==> config.mk <==
export PLATFORM = sky130hd
export DESIGN_NAME = obi_router
export DESIGN_NICKNAME = d
export VERILOG_FILES = /design/src/rtl/soc_pkg.sv /design/src/rtl/obi_router.sv
export SDC_FILE = /design/constraint.sdc
export NUM_CORES = 1
export LEC_CHECK = 0
export BUFFER_PORTS_ARGS = -buffer_cell sky130_fd_sc_hd__buf_2
export CORE_AREA = 2 2 125 127
export CTS_CLUSTER_DIAMETER = 30
export DETAILED_ROUTE_END_ITERATION = 8
export DIE_AREA = 0 0 127 129
export PLACE_DENSITY = 0.51
export SLEW_MARGIN = 15
export SYNTH_ARGS = -nofsm -noshare
export SYNTH_HDL_FRONTEND = slang
export SYNTH_SLANG_ARGS = --single-unit
==> constraint.sdc <==
create_clock -name clk_i -period 8.1 [get_ports clk_i]
set_input_delay 2.43 -clock clk_i [delete_from_list [all_inputs] [get_ports clk_i]]
set_output_delay 2.43 -clock clk_i [all_outputs]
set_load 0.005 [all_outputs]
==> src/rtl/soc_pkg.sv <==
package soc_pkg;

  // ----------------------------------------------------------------------
  // Widths
  // ----------------------------------------------------------------------
  localparam int unsigned GpioCount = 16;
  localparam int unsigned SramNumWords = 256;
  localparam int unsigned SramWordAddrWidth = 8;

  typedef logic [31:0] addr_t;
  typedef logic [31:0] data_t;
  typedef logic [3:0] be_t;
  typedef logic [GpioCount-1:0] gpio_t;

  // ----------------------------------------------------------------------
  // Address map
  // ----------------------------------------------------------------------
  localparam addr_t SramBase = 32'h1000_0000;

  localparam addr_t GpioBase = 32'h0300_5000;
  localparam addr_t GpioDirOffset = 32'h0;
  localparam addr_t GpioOutOffset = 32'h4;
  localparam addr_t GpioInOffset = 32'h8;
  localparam addr_t GpioSize = 32'd16;

  // Returned by the error responder on unmapped accesses
  localparam data_t ErrRspData = 32'hBADC_AB1E;

  // ----------------------------------------------------------------------
  // Bus channels
  // ----------------------------------------------------------------------
  // Manager to subordinate
  typedef struct packed {
    logic  req;
    logic  we;
    be_t   be;
    addr_t addr;
    data_t wdata;
  } obi_req_t;

  // Subordinate to manager
  typedef struct packed {
    logic  gnt;
    logic  rvalid;
    data_t rdata;
    logic  err;
  } obi_rsp_t;

endpackage

==> src/rtl/obi_router.sv <==
module obi_router (
  input  logic              clk_i,
  input  logic              reset_i,
  input  soc_pkg::obi_req_t mgr_req_i,
  output soc_pkg::obi_rsp_t mgr_rsp_o,
  output soc_pkg::obi_req_t sram_req_o,
  input  soc_pkg::obi_rsp_t sram_rsp_i,
  output soc_pkg::obi_req_t gpio_req_o,
  input  soc_pkg::obi_rsp_t gpio_rsp_i
);

  // ----------------------------------------------------------------------
  // Address decode
  // ----------------------------------------------------------------------
  soc_pkg::addr_t sram_offset;
  soc_pkg::addr_t gpio_offset;
  logic sel_sram;
  logic sel_gpio;
  logic sel_err;
  logic req_en;
  logic mgr_gnt;
  logic accept;

  // Registered target of the request in flight
  logic rsp_sram_q;
  logic rsp_gpio_q;
  logic err_rvalid_q;

  // No requests leave the router while in reset
  assign req_en = mgr_req_i.req & ~reset_i;

  // Offsets wrap below the base, so one compare covers each window
  assign sram_offset = mgr_req_i.addr - soc_pkg::SramBase;
  assign gpio_offset = mgr_req_i.addr - soc_pkg::GpioBase;
  assign sel_sram = sram_offset < (soc_pkg::SramNumWords << 2);
  assign sel_gpio = gpio_offset < soc_pkg::GpioSize;
  assign sel_err = ~sel_sram & ~sel_gpio;

  // ----------------------------------------------------------------------
  // Request fan-out
  // ----------------------------------------------------------------------
  always_comb begin
    sram_req_o = mgr_req_i;
    gpio_req_o = mgr_req_i;
    sram_req_o.req = req_en & sel_sram;
    gpio_req_o.req = req_en & sel_gpio;
  end

  // Grant follows the target picked this cycle
  always_comb begin
    if (sel_sram) begin
      mgr_gnt = sram_rsp_i.gnt;
    end else if (sel_gpio) begin
      mgr_gnt = gpio_rsp_i.gnt;
    end else begin
      // Error responder always takes the request
      mgr_gnt = req_en;
    end
  end

  assign accept = req_en & mgr_gnt;

  always_ff @(posedge clk_i) begin
    if (reset_i) begin
      rsp_sram_q <= 1'b0;
      rsp_gpio_q <= 1'b0;
      err_rvalid_q <= 1'b0;
    end else begin
      err_rvalid_q <= accept & sel_err;
      if (accept) begin
        rsp_sram_q <= sel_sram;
        rsp_gpio_q <= sel_gpio;
      end
    end
  end

  // ----------------------------------------------------------------------
  // Response merge
  // ----------------------------------------------------------------------
  always_comb begin
    mgr_rsp_o.gnt = mgr_gnt;
    if (rsp_sram_q) begin
      mgr_rsp_o.rvalid = sram_rsp_i.rvalid;
      mgr_rsp_o.rdata = sram_rsp_i.rdata;
      mgr_rsp_o.err = sram_rsp_i.err;
    end else if (rsp_gpio_q) begin
      mgr_rsp_o.rvalid = gpio_rsp_i.rvalid;
      mgr_rsp_o.rdata = gpio_rsp_i.rdata;
      mgr_rsp_o.err = gpio_rsp_i.err;
    end else begin
      mgr_rsp_o.rvalid = err_rvalid_q;
      mgr_rsp_o.rdata = soc_pkg::ErrRspData;
      mgr_rsp_o.err = err_rvalid_q;
    end
  end

endmodule

==> flow_summary.yaml, run 1 <==
run_status:
  status: "complete, no violations"
layout:
  nNetsFinal: 472
  fillers: 1774
  postLayoutCoreUtil: 0.140
  drive_above_1_share: 0.623
  areaGrowthSynthToFinish_pct: 11.6
  n_antenna_cell: 0
die:
  core-area_um2: 15000
  die_h_um: 129
  die_w_um: 127
  fp.dieArea_um2: 16400
  rows: 45
  pin_count: 317
  start_util: 0.125
sta:
  tns_ps: 0
  drv_slew: 0
  worstMarginPinSlew_ps: 859
  finalSetupViolCount: 0
  hold_viol: 0
  period_share: 0.841
  min_period_ps: 6810
  clock.fmax_mhz: 147
  finalClockSkew_ps: 0
  rsz0062_at_grt: "false"
  timing.slew.headroom: 0.426
worst_setup_path:
  required_ps: 5670
  cp_common_cell: "buf_2"
  rr_worst_depth: 2
  path_max_fanout: 4
  critPathBufInv: 2
  reg2reg_slack_ps: 7130
  r2r-end: "rsp_gpio_q"
  endpoint_kind: "output port"
  crit_type: "input port to output port"
  crit_start: "mgr_req_i[55]"
  cpMaxStageDelayCell: "or4_4"
  cp.arrival_ps: 4380
  cp-start-kind: "input port"
  slowest_delay_ps: 550
  path_cells: "buf_2 > or4_4 > nand4b_4 > a311oi_2 > xnor2_1 > a21oi_1 > a211o_1 > buf_2"
  r2r-start: "rsp_gpio_q"
  critPathTopFamily: "simple AND/OR/NAND/NOR gates"
run:
  cap_violations: 0
yosys:
  synth_edf_count: 0
  synthTopCellsByArea: "buf_4, a21oi_1, a22o_1"
  synth-compound-area-share: 0.164
  synth.largest_area_cell: "buf_4"
  avgSynthCellArea_um2: 6.78
  synth_top_family_by_area: "buffers and inverters"
  synthSimpleGateAreaFrac: 0.185
  ys_ff_latch: 3
  synth_common_cells: "buf_4, a21oi_1, nor2_1"
  synth-seq-area-share: 0.0320
  synth_most_common_cell: "buf_4"
  synth_cells: 277
  synth_fa_ha_area_frac: 0
  synth.distinct_cells: 38
  synth_mux_area_frac: 0.00533
  synth_ff_type: "dfxtp_1"
  syn_area_um2: 1880
  yosysWarnings: 0
  synth_xor_area_frac: 0.00466
  synthArstFlopShare: 0
  synth_fp_nets: 419
  synth.top_cell.area_share: 0.556
cts:
  hold_buffers: 0
  cts_sinks: 3
  cts_buffer_depth: 2
  clock_latency_ps: 220
  cts_made_buffers: 3
  postCtsSetupBuffers: 0
  h-tree-depth: 1
  cts_tree: "built"
  cts_resized: 0
  cts.clk_slew.worst_paths_ps: 30
  cts_root_buf: "clkbuf_16"
detailed_routing:
  drcViolationCount: 0
  routed_via_density: 3.56
  finalWirelength_mm: 7.47
  vias: 1842
  wl_met3_um: 987
  wl_met2_mm: 3.86
  drt-met1-wl_mm: 2.33
  dr.max_layer_used: "met4"
  wire_per_inst_um: 14.4
  drt_iter0_drc: 32
  ant_nets: 0
  first_pass_iters: 4
power:
  peakVddDrop_mv: 0.0521
  power_density_nw_per_um2: 84.7
  p_leak_uw: 0.00115
global_route:
  grt_start_max_net_pins: 39
  overflow: 0
  antenna_found_initial: 0
  grt_pass1_wl_mm: 9.56
  grt_pass1_vias: 1639
  grt_usage: 0.0798
min_path:
  min_path_cells: 2
  hp-start: "rsp_sram_q"
  min_to: "rsp_sram_q"
  hp-class: "register to register"
place:
  gp_congestion: 0.801
  post-dp-hpwl_mm: 6.57
  io_buffers: 193
==> cells in the final DEF, fill, tap and decap left out, drive strengths merged, types with 4 or more instances in the layout <==
master and instances:
a21oi 23, a22o 13, buf 194, clkbuf 4, inv 20, nand2 4
nand3 5, nor2 24, nor3 5, o21ai 5
==> flip-flops by register name (all words and copies together) (netlist names) <==
signal and cells:
rsp_sram_q 1, err_rvalid_q 1, rsp_gpio_q 1
==> through the flow <==
step                hold slack, ps  worst slack [ps]  instances  power, µW  area (µm²)
CTS                            498              1280        517        182        2100
floorplan                      559              1530        277       93.8        1880
detailed placement             494              1290        513        101        2020
global placement               491              1330        513        101        2020
global route                   536              1160        517        189        2100
finish                         503              1290        517        178        2100
==> worst min-delay path, stage by stage, from the launching register on <==
cell and delay (ps):
dfxtp_1 320, nand2_1 60, a31oi_1 60
==> power breakdown <==
group          switching, µW  internal [µW]
sequential              1.17           15.6
clock                   13.5           65.0
combinational           40.3           42.0
total                   54.9            123
==> kinds of logic after synthesis <==
group | count (synthesis)
compound gates | 47
xor+xnor | 1
buf+inv | 166
flops | 3
mux | 1
simple gates | 59
==> area by class of cell <==
cell class | instances | area [µm²] | area share
tap | 188 | 235 | 0.112
clock buffer | 4 | 78.8 | 0.0376
inverter | 20 | 75.1 | 0.0358
sequential | 3 | 60.1 | 0.0287
multi-input combinational | 108 | 673 | 0.321
timing repair buffer | 194 | 973 | 0.464
==> how the worst max path moves through the flow <==
stage / endpoint / slack (ps) / cells past startpoint
2_1_floorplan: mgr_rsp_o[34] / 1530 / 7
3_3_place_gp: mgr_rsp_o[34] / 1330 / 8
3_5_place_dp: mgr_rsp_o[34] / 1290 / 8
4_1_cts: mgr_rsp_o[34] / 1280 / 8
5_1_grt: mgr_rsp_o[34] / 1160 / 8
6_report: mgr_rsp_o[34] / 1290 / 8
==> layer usage <==
layer / GRT usage / vias to the layer above
met5: 0 / -
met4: 0.0472 / 0
met3: 0.0299 / 30
met2: 0.150 / 168
met1: 0.0739 / 768
li1: - / 876
Power figures use the tool's default switching activity.
==> inputs of run 2 (changes only) <==
Settings changed: CORE_AREA 2 2 125 127 to 2 2 124 126, DIE_AREA 0 0 127 129 to 0 0 126 128.
Clock period 8.1 ns to 6.98 ns, I/O delays scaled along.
==> flow_summary.yaml, run 2 (same netlist as run 1, synthesis figures left out) <==
die:
  fp.dieArea_um2: 16100
  start_util: 0.126
  core-area_um2: 14900
  pin_count: 317
  rows: 45
  die_h_um: 128
  die_w_um: 126
power:
  power_switching_share: 0.303
  power.switching_uw: 61.9
  p_leak_uw: 0.00115
  peakVddDrop_mv: 0.0660
  clockPowerShare: 0.441
  power_density_nw_per_um2: 97.4
  comb_power_share: 0.467
  total_power_uw: 204
  p_int_uw: 142
  pwr-share-seq: 0.092
cts:
  clock_latency_ps: 220
  cts_tree: "built"
  postCtsSetupBuffers: 0
  cts_root_buf: "clkbuf_16"
  cts_buffer_depth: 2
  cts_resized: 0
  cts_made_buffers: 3
  cts.clk_slew.worst_paths_ps: 30
  h-tree-depth: 1
  cts_sinks: 3
  hold_buffers: 0
worst_setup_path:
  crit_type: "input port to output port"
  endpoint_kind: "output port"
  r2r-end: "rsp_sram_q"
  reg2reg_slack_ps: 5930
  cp.depth: 8
  cp-start-kind: "input port"
  required_ps: 4890
  critPathBufInv: 2
  path_max_fanout: 4
  r2r-start: "rsp_sram_q"
  slowest_delay_ps: 560
  cp.arrival_ps: 4060
  cpMaxStageDelayCell: "or4_4"
  critPathTopFamily: "simple AND/OR/NAND/NOR gates"
  cp_common_cell: "buf_2"
  path_cells: "buf_2 > or4_4 > nand4b_4 > a311oi_2 > xnor2_1 > a21oi_1 > a211o_1 > buf_2"
  rr_worst_depth: 3
layout:
  final_cells: 517
  layout_commonest_cell: "buf_2"
  areaGrowthSynthToFinish_pct: 11.6
  top_regs: "err_rvalid_q x1, rsp_gpio_q x1, rsp_sram_q x1"
  drive_above_1_share: 0.623
  mostFrequentLayoutCells: "buf_2, nor2_1, a21oi_1, inv_1, a22o_1"
  nNetsFinal: 472
  fin_area_um2: 2100
  n_antenna_cell: 0
global_route:
  overflow: 0
  grt_start_max_net_pins: 41
  grt_pass1_vias: 1734
  grt_pass1_wl_mm: 9.57
  antenna_found_initial: 6
  grt_usage: 0.0792
detailed_routing:
  drt_iter0_drc: 35
  drcViolationCount: 0
  routed_via_density: 3.57
  first_pass_iters: 4
  ant_nets: 0
  wire_per_inst_um: 13.6
  vias: 1847
  finalWirelength_mm: 7.03
place:
  dp.cells: 513
  post-dp-hpwl_mm: 6.20
  gp_congestion: 0.784
  io_buffers: 193
  dp_slack_ps: 819
  place_area_um2: 2020
sta:
  finalClockSkew_ps: 0
  worstMarginPinSlew_ps: 865
  clock.fmax_mhz: 163
  period_share: 0.881
  rsz0062_at_grt: "false"
  tns_ps: 0
  hold_viol: 0
  drv_slew: 0
  timing.final.ws_setup_ps: 827
  min_period_ps: 6150
  finalSetupViolCount: 0
  timing.slew.headroom: 0.422
run_status:
  status: "complete, no violations"
min_path:
  hp-class: "register to register"
  min_path_cells: 2
  hp-start: "rsp_gpio_q"
  min_to: "rsp_gpio_q"
run:
  cap_violations: 0
-- run 2: cell counts in the layout (fill, tap and decap cells not counted) --
Identical to the previous run, type by type.
-- run 2: per-stage QoR --
| stage | util | hold slack [ps] |
|---|---|---|
| after floorplan | - | 559 |
| after global placement | 0.136 | 641 |
| after detailed placement | 0.136 | 658 |
| after CTS | 0.141 | 662 |
| after global routing | 0.141 | 677 |
| final | 0.141 | 656 |
-- run 2: worst max-delay path by stage --
stage                   from             to
2_1_floorplan  mgr_req_i[55]  mgr_rsp_o[34]
3_3_place_gp   mgr_req_i[55]  mgr_rsp_o[34]
3_5_place_dp   mgr_req_i[55]  mgr_rsp_o[34]
4_1_cts        mgr_req_i[55]  mgr_rsp_o[34]
5_1_grt        mgr_req_i[55]  mgr_rsp_o[34]
6_report       mgr_req_i[55]  mgr_rsp_o[34]
-- run 2: layer usage --
| layer | GRT usage | part of all wire | routed length [µm] |
|---|---|---|---|
| met2 | 0.139 | 0.47 | 3340 |
| met3 | 0.0330 | 0.13 | 921 |
| met1 | 0.0798 | 0.35 | 2450 |
| met5 | 0 | 0.0058 | 41 |
| met4 | 0.0433 | 0.040 | 284 |
-- run 2: power groups by stage --
| stage | Combinational [µW] | Clock (µW) | Sequential (µW) |
|---|---|---|---|
| global placement | 96.3 | 0 | 19.2 |
| detailed placement | 96.4 | 0 | 19.1 |
| global route | 105 | 93.8 | 18.9 |
| CTS | 96.8 | 91.2 | 18.9 |
| floorplan | 90.0 | 0 | 18.8 |
| finish | 95.3 | 90.0 | 18.8 |
-- run 2: layout make-up --
class / instances / area [µm²]
Tap cell: 188 / 235
Timing Repair Buffer: 194 / 973
Fill cell: 1772 / 12800
Sequential cell: 3 / 60.1
Clock buffer: 4 / 78.8
Inverter: 20 / 75.1
Multi-Input combinational cell: 108 / 673
-- run 2: tightest hold or removal path, cell delays in order (launching register included) --
cell,delay [ps]
dfxtp_1,380
o21bai_1,170
nor3_1,50
