$ cat src/rtl/soc_pkg.sv
package soc_pkg;

  // ----------------------------------------------------------------------
  // Widths
  // ----------------------------------------------------------------------
  localparam int unsigned GpioCount = 16;
  localparam int unsigned SramNumWords = 256;
  localparam int unsigned SramWordAddrWidth = 8;

  typedef logic [31:0] addr_t;
  typedef logic [31:0] data_t;
  typedef logic [3:0] be_t;
  typedef logic [GpioCount-1:0] gpio_t;

  // ----------------------------------------------------------------------
  // Address map
  // ----------------------------------------------------------------------
  localparam addr_t SramBase = 32'h1000_0000;

  localparam addr_t GpioBase = 32'h0300_5000;
  localparam addr_t GpioDirOffset = 32'h0;
  localparam addr_t GpioOutOffset = 32'h4;
  localparam addr_t GpioInOffset = 32'h8;
  localparam addr_t GpioSize = 32'd16;

  // Returned by the error responder on unmapped accesses
  localparam data_t ErrRspData = 32'hBADC_AB1E;

  // ----------------------------------------------------------------------
  // Bus channels
  // ----------------------------------------------------------------------
  // Manager to subordinate
  typedef struct packed {
    logic  req;
    logic  we;
    be_t   be;
    addr_t addr;
    data_t wdata;
  } obi_req_t;

  // Subordinate to manager
  typedef struct packed {
    logic  gnt;
    logic  rvalid;
    data_t rdata;
    logic  err;
  } obi_rsp_t;

endpackage

$ cat src/rtl/gpio_regs.sv
module gpio_regs (
  input  logic              clk_i,
  input  logic              reset_i,
  input  soc_pkg::obi_req_t req_i,
  output soc_pkg::obi_rsp_t rsp_o,
  input  soc_pkg::gpio_t    gpio_i,
  output soc_pkg::gpio_t    gpio_o,
  output soc_pkg::gpio_t    gpio_out_en_o,
  output soc_pkg::gpio_t    gpio_in_sync_o
);

  soc_pkg::addr_t offset;
  logic wr_dir;
  logic wr_out;

  soc_pkg::gpio_t dir_q;
  soc_pkg::gpio_t out_q;
  soc_pkg::gpio_t in_meta_q;
  soc_pkg::gpio_t in_sync_q;

  logic rvalid_q;
  soc_pkg::data_t rdata_q;
  soc_pkg::data_t rdata_d;

  assign offset = req_i.addr - soc_pkg::GpioBase;
  assign wr_dir = req_i.req & req_i.we & (offset == soc_pkg::GpioDirOffset);
  assign wr_out = req_i.req & req_i.we & (offset == soc_pkg::GpioOutOffset);

  // ----------------------------------------------------------------------
  // Control registers
  // ----------------------------------------------------------------------
  always_ff @(posedge clk_i) begin
    if (reset_i) begin
      dir_q <= '0;
      out_q <= '0;
    end else begin
      // One byte enable per byte of pins
      for (int b = 0; b < soc_pkg::GpioCount / 8; b++) begin
        if (wr_dir && req_i.be[b]) begin
          dir_q[8*b +: 8] <= req_i.wdata[8*b +: 8];
        end
        if (wr_out && req_i.be[b]) begin
          out_q[8*b +: 8] <= req_i.wdata[8*b +: 8];
        end
      end
    end
  end

  // Two-flop input synchronizer
  always_ff @(posedge clk_i) begin
    if (reset_i) begin
      in_meta_q <= '0;
      in_sync_q <= '0;
    end else begin
      in_meta_q <= gpio_i;
      in_sync_q <= in_meta_q;
    end
  end

  // ----------------------------------------------------------------------
  // Read path
  // ----------------------------------------------------------------------
  always_comb begin
    rdata_d = '0;
    if (!req_i.we) begin
      case (offset)
        soc_pkg::GpioDirOffset: rdata_d = soc_pkg::data_t'(dir_q);
        soc_pkg::GpioOutOffset: rdata_d = soc_pkg::data_t'(out_q);
        soc_pkg::GpioInOffset:  rdata_d = soc_pkg::data_t'(in_sync_q);
        default:                rdata_d = '0;
      endcase
    end
  end

  always_ff @(posedge clk_i) begin
    if (reset_i) begin
      rvalid_q <= 1'b0;
    end else begin
      rvalid_q <= req_i.req;
    end
  end

  always_ff @(posedge clk_i) begin
    if (req_i.req) begin
      rdata_q <= rdata_d;
    end
  end

  assign rsp_o.gnt = req_i.req;
  assign rsp_o.rvalid = rvalid_q;
  assign rsp_o.rdata = rdata_q;
  assign rsp_o.err = 1'b0;

  assign gpio_o = out_q;
  assign gpio_out_en_o = dir_q;
  assign gpio_in_sync_o = in_sync_q;

endmodule

$ cat config.mk
export PLATFORM = sky130hd
export DESIGN_NAME = gpio_regs
export DESIGN_NICKNAME = d
export VERILOG_FILES = /design/src/rtl/soc_pkg.sv /design/src/rtl/gpio_regs.sv
export SDC_FILE = /design/constraint.sdc
export NUM_CORES = 1
export LEC_CHECK = 0
export BUFFER_PORTS_ARGS = -buffer_cell sky130_fd_sc_hd__buf_2
export CAP_MARGIN = 20
export CORE_MARGIN = 2
export CORE_UTILIZATION = 30
export DETAILED_ROUTE_END_ITERATION = 7
export PLACE_DENSITY = 0.56
export SLEW_MARGIN = 0
export SYNTH_ARGS = -nofsm -noshare
export SYNTH_HDL_FRONTEND = slang
export SYNTH_SLANG_ARGS = --single-unit
$ cat constraint.sdc
create_clock -name clk_i -period 2.67 [get_ports clk_i]
set_input_delay 0.4005 -clock clk_i [delete_from_list [all_inputs] [get_ports clk_i]]
set_output_delay 0.4005 -clock clk_i [all_outputs]
set_load 0.01 [all_outputs]
==> impl_metrics.ini, run 1 <==
[yosys]
post_synth_fa_ha_maj_area_fraction_pct = 0
flops_latches_synth = 81
synth.lib_cells_used.distinct = 37
compound_gate_fraction_of_synth_area_pct = 5.21
post_synth_and_or_nand_nor_area_fraction_pct = 25.6
synth-edff-count = 16
post_synthesis_share_of_cell_area_spent_on_xor_and_xnor_gates_pct = 0.480
synth.mux.area_fraction_pct = 13.4
ys_seq_area_share_pct = 48.8
synth-async-reset-ratio_pct = 0
synth_top_family_by_area = simple AND/OR/NAND/NOR gates
syn_inst = 347
synthesis.area_per_instance_sq_um = 10.5
yosysWarningCount = 0
top_reg_cell_synth = sky130_fd_sc_hd__dfxtp_1
syn_area_sq_um = 3650

[sta]
setup_violations = 0
grt_setup_unrepaired = false
slew_headroom_pct = 48.2
final_period_minus_worst_setup_slack_ps = 2220
finalHoldViolations = 0
slew_viol_final = 0
fmax_ghz = 0.450
worst_clock_skew_ps = 9.30
tightest_slew_ps = 756
final_min_period_over_clock_period_pct = 83.1
totalNegativeSetupSlack_ps = 0

[pwr]
switching_share_pct = 22.0
p_per_area_nw_per_um2 = 587
power.leakage_uw = 0.00221
worst_voltage_drop_across_the_vdd_grid_mv = 0.230
p_clk_share_pct = 46.6
portion_of_total_power_attributed_to_sequential_cells_pct = 45.6
p_int_uw = 2200
power.share.combinational_pct = 7.8
power.switching_uw = 620

[floorplan]
start_util_pct = 30.5
area_of_the_core_sq_um = 12000
vertical_die_dimension_microns = 114
number_of_primary_i_o_pins = 171
row_count = 40
total_die_area_sq_um = 13100
dieWidth_microns = 114

[clock_network]
clk_pin_slew_worst_paths_ps = 60
postCtsSetupBuffers = 0
clk_path_buf_depth = 2
max_h_tree_level = 3
clkLatencyLatePin_ps = 330
clock_sink_count = 81
cts_hold_repair.buffers = 0
clockRootBuffer = sky130_fd_sc_hd__clkbuf_16
cts-resized-gates = 0
clock_tree_from_tritoncts = yes
cts_buffers = 9

[status]
run_status = complete, no violations

[critical_path]
worstRegToRegCells = 3
critical_path_arrival_ps = 2430
worst-setup-path-type = input pin to flop
critical_path.max_fanout = 8
timing.critical_path.required_ps = 2880
worstSetupEndpointType = flop
regToRegStartpoint = gpio_in_sync_o[0]
timing.critical_path.from_type = input pin
cp-startpoint = req_i[52]

[drt]
routed_wire_length_per_instance_microns = 14.3
detail_route.drc_violations = 0
drtAntennaViolNets = 0
total_length_of_routed_wires_mm = 9.12
drt_pre_antenna_iters = 4
drt_iter0_markers = 107
viasPerCell = 4.41
detailroute.via_count = 2810

[cells_and_area]
multi_input_comb_area_sq_um = 1700
final_design_area_no_fill_sq_um = 4790
num_antenna_cells = 0
area.growth.synth_to_final_pct = 31.3
layout.cells.most_common = sky130_fd_sc_hd__buf_2
fillers = 1198
layout.area.seq_sq_um = 1780
drive_above_1_share_pct = 35.1
nNetsFinal = 573
top_library_cells_by_usage_in_the_layout_fill_and_taps_aside = sky130_fd_sc_hd__buf_2 (135), sky130_fd_sc_hd__dfxtp_1 (65), sky130_fd_sc_hd__mux2i_1 (49)
post_route_core_utilization_pct = 40.1

[hold_path]
timing.hold.worst.class = input pin to flop
hold_depth = 2
timing.hold.worst.start = gpio_i[7]

[place]
postPlaceCellArea_sq_um = 4470
dpl.hpwl_mm = 7.07
place_congestion = 0.840
port-buffer-count = 135

[grt]
global_route_wire_length_before_repair_mm = 14.1
global_route.usage.total_pct = 14.0
grt.overflow.total = 0
grt_max_degree = 33
grt_antenna_before_repair = 0
first_global_vias = 2764

[job]
maxCapViolCount = 0
layout make-up:
cell class	instances	area share [%]
clock inverter	6	1.88
sequential	81	37.2
timing repair buffer	148	16.7
inverter	4	0.313
multi-input combinational	241	35.4
clock buffer	10	4.78
tap	147	3.84
synthesized netlist by cell type (2+ instances only):
library cell	instances	area [sq um]
sky130_fd_sc_hd__nor4_4	2	42.5
sky130_fd_sc_hd__o21ai_0	23	115
sky130_fd_sc_hd__or3_1	2	12.5
sky130_fd_sc_hd__and2_1	16	100
sky130_fd_sc_hd__clkbuf_1	15	56.3
sky130_fd_sc_hd__and4_1	5	43.8
sky130_fd_sc_hd__nand4_1	2	12.5
sky130_fd_sc_hd__or4b_1	3	30.0
sky130_fd_sc_hd__edfxtp_1	16	480
sky130_fd_sc_hd__mux2i_1	49	490
sky130_fd_sc_hd__nand2b_1	48	300
sky130_fd_sc_hd__or4_4	2	22.5
sky130_fd_sc_hd__nor2_1	3	11.3
sky130_fd_sc_hd__nor4_1	2	12.5
sky130_fd_sc_hd__nand2_1	17	63.8
sky130_fd_sc_hd__nor3_1	2	10.0
sky130_fd_sc_hd__inv_1	4	15.0
sky130_fd_sc_hd__dfxtp_1	65	1300
sky130_fd_sc_hd__or4_1	2	15.0
sky130_fd_sc_hd__nor2b_1	34	213
sky130_fd_sc_hd__buf_4	19	143
flip-flops by register name, indices dropped and copies added, names as in the netlist:
signal          cells
gpio_out_en_o      16
in_meta_q          16
gpio_in_sync_o     16
gpio_o             16
rvalid_q            1
rdata_q            16
stage by stage:
step	total power, uW	hold WS [ps]	cells	setup WS, ps
2_1_floorplan	1440	414	363	308
3_3_place_gp	1530	417	621	143
3_5_place_dp	1530	423	621	107
4_1_cts	2840	268	637	458
5_1_grt	2930	276	637	397
6_report	2820	278	637	450
worst max-delay path, stage by stage:
cell and delay (ps):
sky130_fd_sc_hd__buf_2 100, sky130_fd_sc_hd__or4_4 560, sky130_fd_sc_hd__a2111oi_4 380, sky130_fd_sc_hd__nand4_4 150
sky130_fd_sc_hd__or4_1 500, sky130_fd_sc_hd__buf_4 210, sky130_fd_sc_hd__mux2i_1 130
worst paths after layout:
check,endpoint,slack (ps)
max,gpio_out_en_o[13],450
min,in_meta_q[7],280
max reg2reg,rdata_q[0],1620
min reg2reg,gpio_in_sync_o[7],430
cells by family (layout without fill, tap and decap cells):
logic type                Yosys count  count (layout)
buffers and inverters              41             168
AOI/OAI and AO/OA                  30              30
and+or+nand+nor                   143             143
muxes                              49              49
xor gates and xnor gates            2               2
other                               1              17
DFF                                81              81
layer usage:
layer  global-route usage (%)  share of wire [%]  routed length [microns]  vias to the layer above
li1                         -                  -                        -                     1415
met1                     19.1                 49                     4450                     1299
met2                     21.3                 45                     4080                       84
met3                     3.18                4.7                      433                       12
met4                     6.26                1.8                      165                        0
met5                        0                  0                        0                        -
power groups by stage:
stage / clock [uW] / sequential (uW) / combinational (uW)
floorplan: 0 / 1320 / 125
global placement: 0 / 1310 / 216
detailed placement: 0 / 1310 / 219
CTS: 1340 / 1290 / 220
global route: 1400 / 1290 / 241
finish: 1310 / 1280 / 219
Power figures use the tool's default switching activity.
==> inputs of run 2 (changes only) <==
==> constraint.sdc (replaced) <==
create_clock -name clk_i -period 2.2 [get_ports clk_i]
set_input_delay 0.33 -clock clk_i [delete_from_list [all_inputs] [get_ports clk_i]]
set_output_delay 0.33 -clock clk_i [all_outputs]
set_load 0.01 [all_outputs]
==> impl_metrics.ini, run 2 (same netlist as run 1, synthesis figures left out) <==
[clock_network]
max_h_tree_level = 3
postCtsSetupBuffers = 0
clkLatencyLatePin_ps = 330
cts_buffers = 9
cts_hold_repair.buffers = 0
clk_path_buf_depth = 2
clk_pin_slew_worst_paths_ps = 60
clock_sink_count = 81
clockRootBuffer = sky130_fd_sc_hd__clkbuf_16
clock_tree_from_tritoncts = yes
cts-resized-gates = 0

[pwr]
power.leakage_uw = 0.00224
p_per_area_nw_per_um2 = 726
worst_voltage_drop_across_the_vdd_grid_mv = 0.412

[cells_and_area]
num_antenna_cells = 0
nNetsFinal = 577
layout.cells.most_common = sky130_fd_sc_hd__buf_2
post_route_core_utilization_pct = 40.6
top_library_cells_by_usage_in_the_layout_fill_and_taps_aside = sky130_fd_sc_hd__buf_2 (135), sky130_fd_sc_hd__dfxtp_1 (65), sky130_fd_sc_hd__mux2i_1 (49)
area.growth.synth_to_final_pct = 33.1
fillers = 1223
drive_above_1_share_pct = 35.6

[hold_path]
timing.hold.worst.class = input pin to flop

[critical_path]
critical_path_arrival_ps = 2320
worst-setup-path-type = input pin to flop
timing.critical_path.from_type = input pin
timing.critical_path.required_ps = 2450
worstSetupEndpointType = flop
critical_path.max_fanout = 8

[sta]
grt_setup_unrepaired = false
final_period_minus_worst_setup_slack_ps = 2070
fmax_ghz = 0.483
finalHoldViolations = 0
totalNegativeSetupSlack_ps = 0
slew_viol_final = 0
setup_violations = 0
worst_clock_skew_ps = 4.22
final_min_period_over_clock_period_pct = 94.1

[floorplan]
vertical_die_dimension_microns = 114
area_of_the_core_sq_um = 12000
start_util_pct = 30.5
row_count = 40
number_of_primary_i_o_pins = 171
total_die_area_sq_um = 13100
dieWidth_microns = 114

[drt]
total_length_of_routed_wires_mm = 8.93
detail_route.drc_violations = 0
drtAntennaViolNets = 0
detailroute.via_count = 2819
routed_wire_length_per_instance_microns = 13.9
drt_iter0_markers = 101
viasPerCell = 4.40
drt_pre_antenna_iters = 6

[grt]
first_global_vias = 2620
global_route.usage.total_pct = 13.6
global_route_wire_length_before_repair_mm = 13.8
grt_max_degree = 39
grt.overflow.total = 0
grt_antenna_before_repair = 0

[place]
place_congestion = 0.811
dpl.hpwl_mm = 7.03
port-buffer-count = 135

[status]
run_status = complete, no violations

[job]
maxCapViolCount = 0
[run 2: final timing paths]
check                                      start  cells after the start  slack [ps]                end
worst max-delay path                   req_i[47]                      8         130   gpio_out_en_o[5]
worst min-delay path                  gpio_i[11]                      2         210      in_meta_q[11]
worst max register to register  gpio_out_en_o[2]                      3        1150         rdata_q[2]
worst min register to register      in_meta_q[0]                      1         430  gpio_in_sync_o[0]
[run 2: through the flow]
step           setup slack (ps)  cell area [sq um]  cells  total power [uW]  hold WS [ps]
3_3_place_gp               -186               4520    625              1860           417
5_1_grt                    30.4               4860    641              3680           203
6_report                    129               4860    641              3530           207
2_1_floorplan             -35.7               3720    363              1750           414
3_5_place_dp               -225               4520    625              1870           420
4_1_cts                     109               4860    641              3590           197
[run 2: cell type report]
class	count	area, sq um	area share, %
sequential	81	1780	36.7
multi-input combinational	241	1700	34.9
timing repair buffer	152	841	17.3
clock buffer	10	229	4.71
tap	147	184	3.78
clock inverter	6	115	2.37
inverter	4	15.0	0.309
[run 2: routing by layer]
layer	routed length [microns]	vias to the layer above	track usage (%)
met3	584	11	3.65
met2	3910	93	20.6
met1	4290	1284	18.5
met4	149	0	5.37
met5	0	-	0
li1	-	1431	-
[run 2: worst max-delay path, cell delays in order]
cell and delay, ps:
sky130_fd_sc_hd__buf_2 110, sky130_fd_sc_hd__or4_4 550, sky130_fd_sc_hd__a2111oi_4 380, sky130_fd_sc_hd__nand4_4 130
sky130_fd_sc_hd__buf_4 180, sky130_fd_sc_hd__nor4_4 270, sky130_fd_sc_hd__buf_12 180, sky130_fd_sc_hd__mux2i_1 200
[run 2: where the power goes]
part           internal (uW)  total, uW  switching (uW)
combinational            126        273             147
sequential              1550       1560            12.5
clock                   1110       1700             583
==> inputs of run 3 (changes only) <==
--- a/config.mk
+++ b/config.mk
@@ -8,9 +8,9 @@
 export BUFFER_PORTS_ARGS = -buffer_cell sky130_fd_sc_hd__buf_2
 export CAP_MARGIN = 20
 export CORE_MARGIN = 2
-export CORE_UTILIZATION = 30
+export CORE_UTILIZATION = 47
 export DETAILED_ROUTE_END_ITERATION = 7
-export PLACE_DENSITY = 0.56
+export PLACE_DENSITY = 0.81
 export SLEW_MARGIN = 0
 export SYNTH_ARGS = -nofsm -noshare
 export SYNTH_HDL_FRONTEND = slang
==> impl_metrics.ini, run 3 (same netlist as run 1, synthesis figures left out) <==
[critical_path]
worst-setup-path-type = input pin to flop
timing.critical_path.required_ps = 2430
cp_cell_sequence = buf_2 -> or4_4 -> a2111oi_4 -> nand4_4 -> or4_1 -> buf_4 -> mux2i_1
cp_top_family = simple AND/OR/NAND/NOR gates
timing.critical_path.from_type = input pin
slowest_delay_ps = 560
cp_slowest_cell = sky130_fd_sc_hd__or4_4
critical_path_buf_inv_count = 2
worstSetupEndpointType = flop
critical_path.max_fanout = 8
critical_path_arrival_ps = 2280

[status]
run_status = complete, no violations

[clock_network]
max_h_tree_level = 3
clk_path_buf_depth = 2
postCtsSetupBuffers = 0
cts_buffers = 9
cts_hold_repair.buffers = 0
clk_pin_slew_worst_paths_ps = 80
clock_sink_count = 81
clkLatencyLatePin_ps = 350
clockRootBuffer = sky130_fd_sc_hd__clkbuf_8
clock_tree_from_tritoncts = yes
cts-resized-gates = 0

[sta]
final_min_period_over_clock_period_pct = 93.1
tightest_slew_ps = 567
worst_clock_skew_ps = 10.8
finalHoldViolations = 0
slew_headroom_pct = 62.1
grt_setup_unrepaired = false
timing.final.ws_setup_ps = 152
setup_violations = 0
fmax_ghz = 0.488
final_period_minus_worst_setup_slack_ps = 2050
hold_ws_ps = 185
slew_viol_final = 0

[floorplan]
total_die_area_sq_um = 8490
vertical_die_dimension_microns = 92.1
number_of_primary_i_o_pins = 171
dieWidth_microns = 92.1
row_count = 32
area_of_the_core_sq_um = 7610
start_util_pct = 48.0

[hold_path]
timing.hold.worst.class = input pin to flop

[drt]
detailroute.via_count = 2826
drt_iter0_markers = 194
detail_route.drc_violations = 0
total_length_of_routed_wires_mm = 8.17
routed_wire_length_per_instance_microns = 13.7
drtAntennaViolNets = 0
drt_pre_antenna_iters = 4
viasPerCell = 4.73

[place]
place_congestion = 0.833
dpl.hpwl_mm = 6.27
port-buffer-count = 135
worst_slack_after_detailed_placement_ps = -194
placed_cells = 582

[job]
maxCapViolCount = 0

[grt]
grt_antenna_before_repair = 0
global_route_wire_length_before_repair_mm = 12.8
first_global_vias = 2651
global_route.usage.total_pct = 19.4
grt_max_degree = 40
grt.overflow.total = 0

[cells_and_area]
top_library_cells_by_usage_in_the_layout_fill_and_taps_aside = sky130_fd_sc_hd__buf_2 (135), sky130_fd_sc_hd__dfxtp_1 (65), sky130_fd_sc_hd__mux2i_1 (49)
area.growth.synth_to_final_pct = 27.8
final-instance-count-excl-fill = 598
drive_above_1_share_pct = 35.5
nNetsFinal = 579
layout.cells.most_common = sky130_fd_sc_hd__buf_2
num_antenna_cells = 0

[pwr]
worst_voltage_drop_across_the_vdd_grid_mv = 0.348
power.leakage_uw = 0.00218
p_per_area_nw_per_um2 = 621
finalPower_uw = 2900
-- run 3: cell count changes in the layout (fill, tap and decap cells not counted) --
cell	change
sky130_fd_sc_hd__clkbuf_1	+2
sky130_fd_sc_hd__buf_4	+2
sky130_fd_sc_hd__clkbuf_16	-9
sky130_fd_sc_hd__bufinv_16	-2
sky130_fd_sc_hd__clkbuf_8	+9
-- run 3: area by class of cell --
cell class	instances	area [sq um]
fill	673	2940
tap	102	128
inverter	4	15.0
clock inverter	4	55.1
multi-input combinational	241	1700
sequential	81	1780
timing repair buffer	154	856
clock buffer	12	135
-- run 3: path summary, 6_finish.rpt --
| kind | start | to | slack (ps) | depth (start not counted) |
|---|---|---|---|---|
| min reg2reg | in_meta_q[4] | gpio_in_sync_o[4] | 440 | 1 |
| max | req_i[47] | gpio_out_en_o[12] | 150 | 7 |
| min | gpio_i[0] | in_meta_q[0] | 190 | 2 |
| max reg2reg | gpio_in_sync_o[13] | rdata_q[13] | 1190 | 3 |
-- run 3: power by group --
part	internal, uW	switching (uW)
Sequential	1540	11.9
Clock	532	537
Combinational	128	142
-- run 3: stage by stage --
stage / setup TNS [ps] / utilization, % / cell area (sq um)
after floorplan: -1140 / - / 3720
after global placement: -6320 / 58.8 / 4480
after detailed placement: -6710 / 58.8 / 4480
after CTS: 0 / 61.3 / 4670
after global routing: 0 / 61.3 / 4670
final: 0 / 61.3 / 4670
-- run 3: layer usage --
layer	global-route usage [%]	vias to the layer above	wire, microns
met2	29.8	102	3720
met5	0	-	0
li1	-	1437	-
met4	8.96	0	142
met1	26.6	1277	3840
met3	3.62	10	467
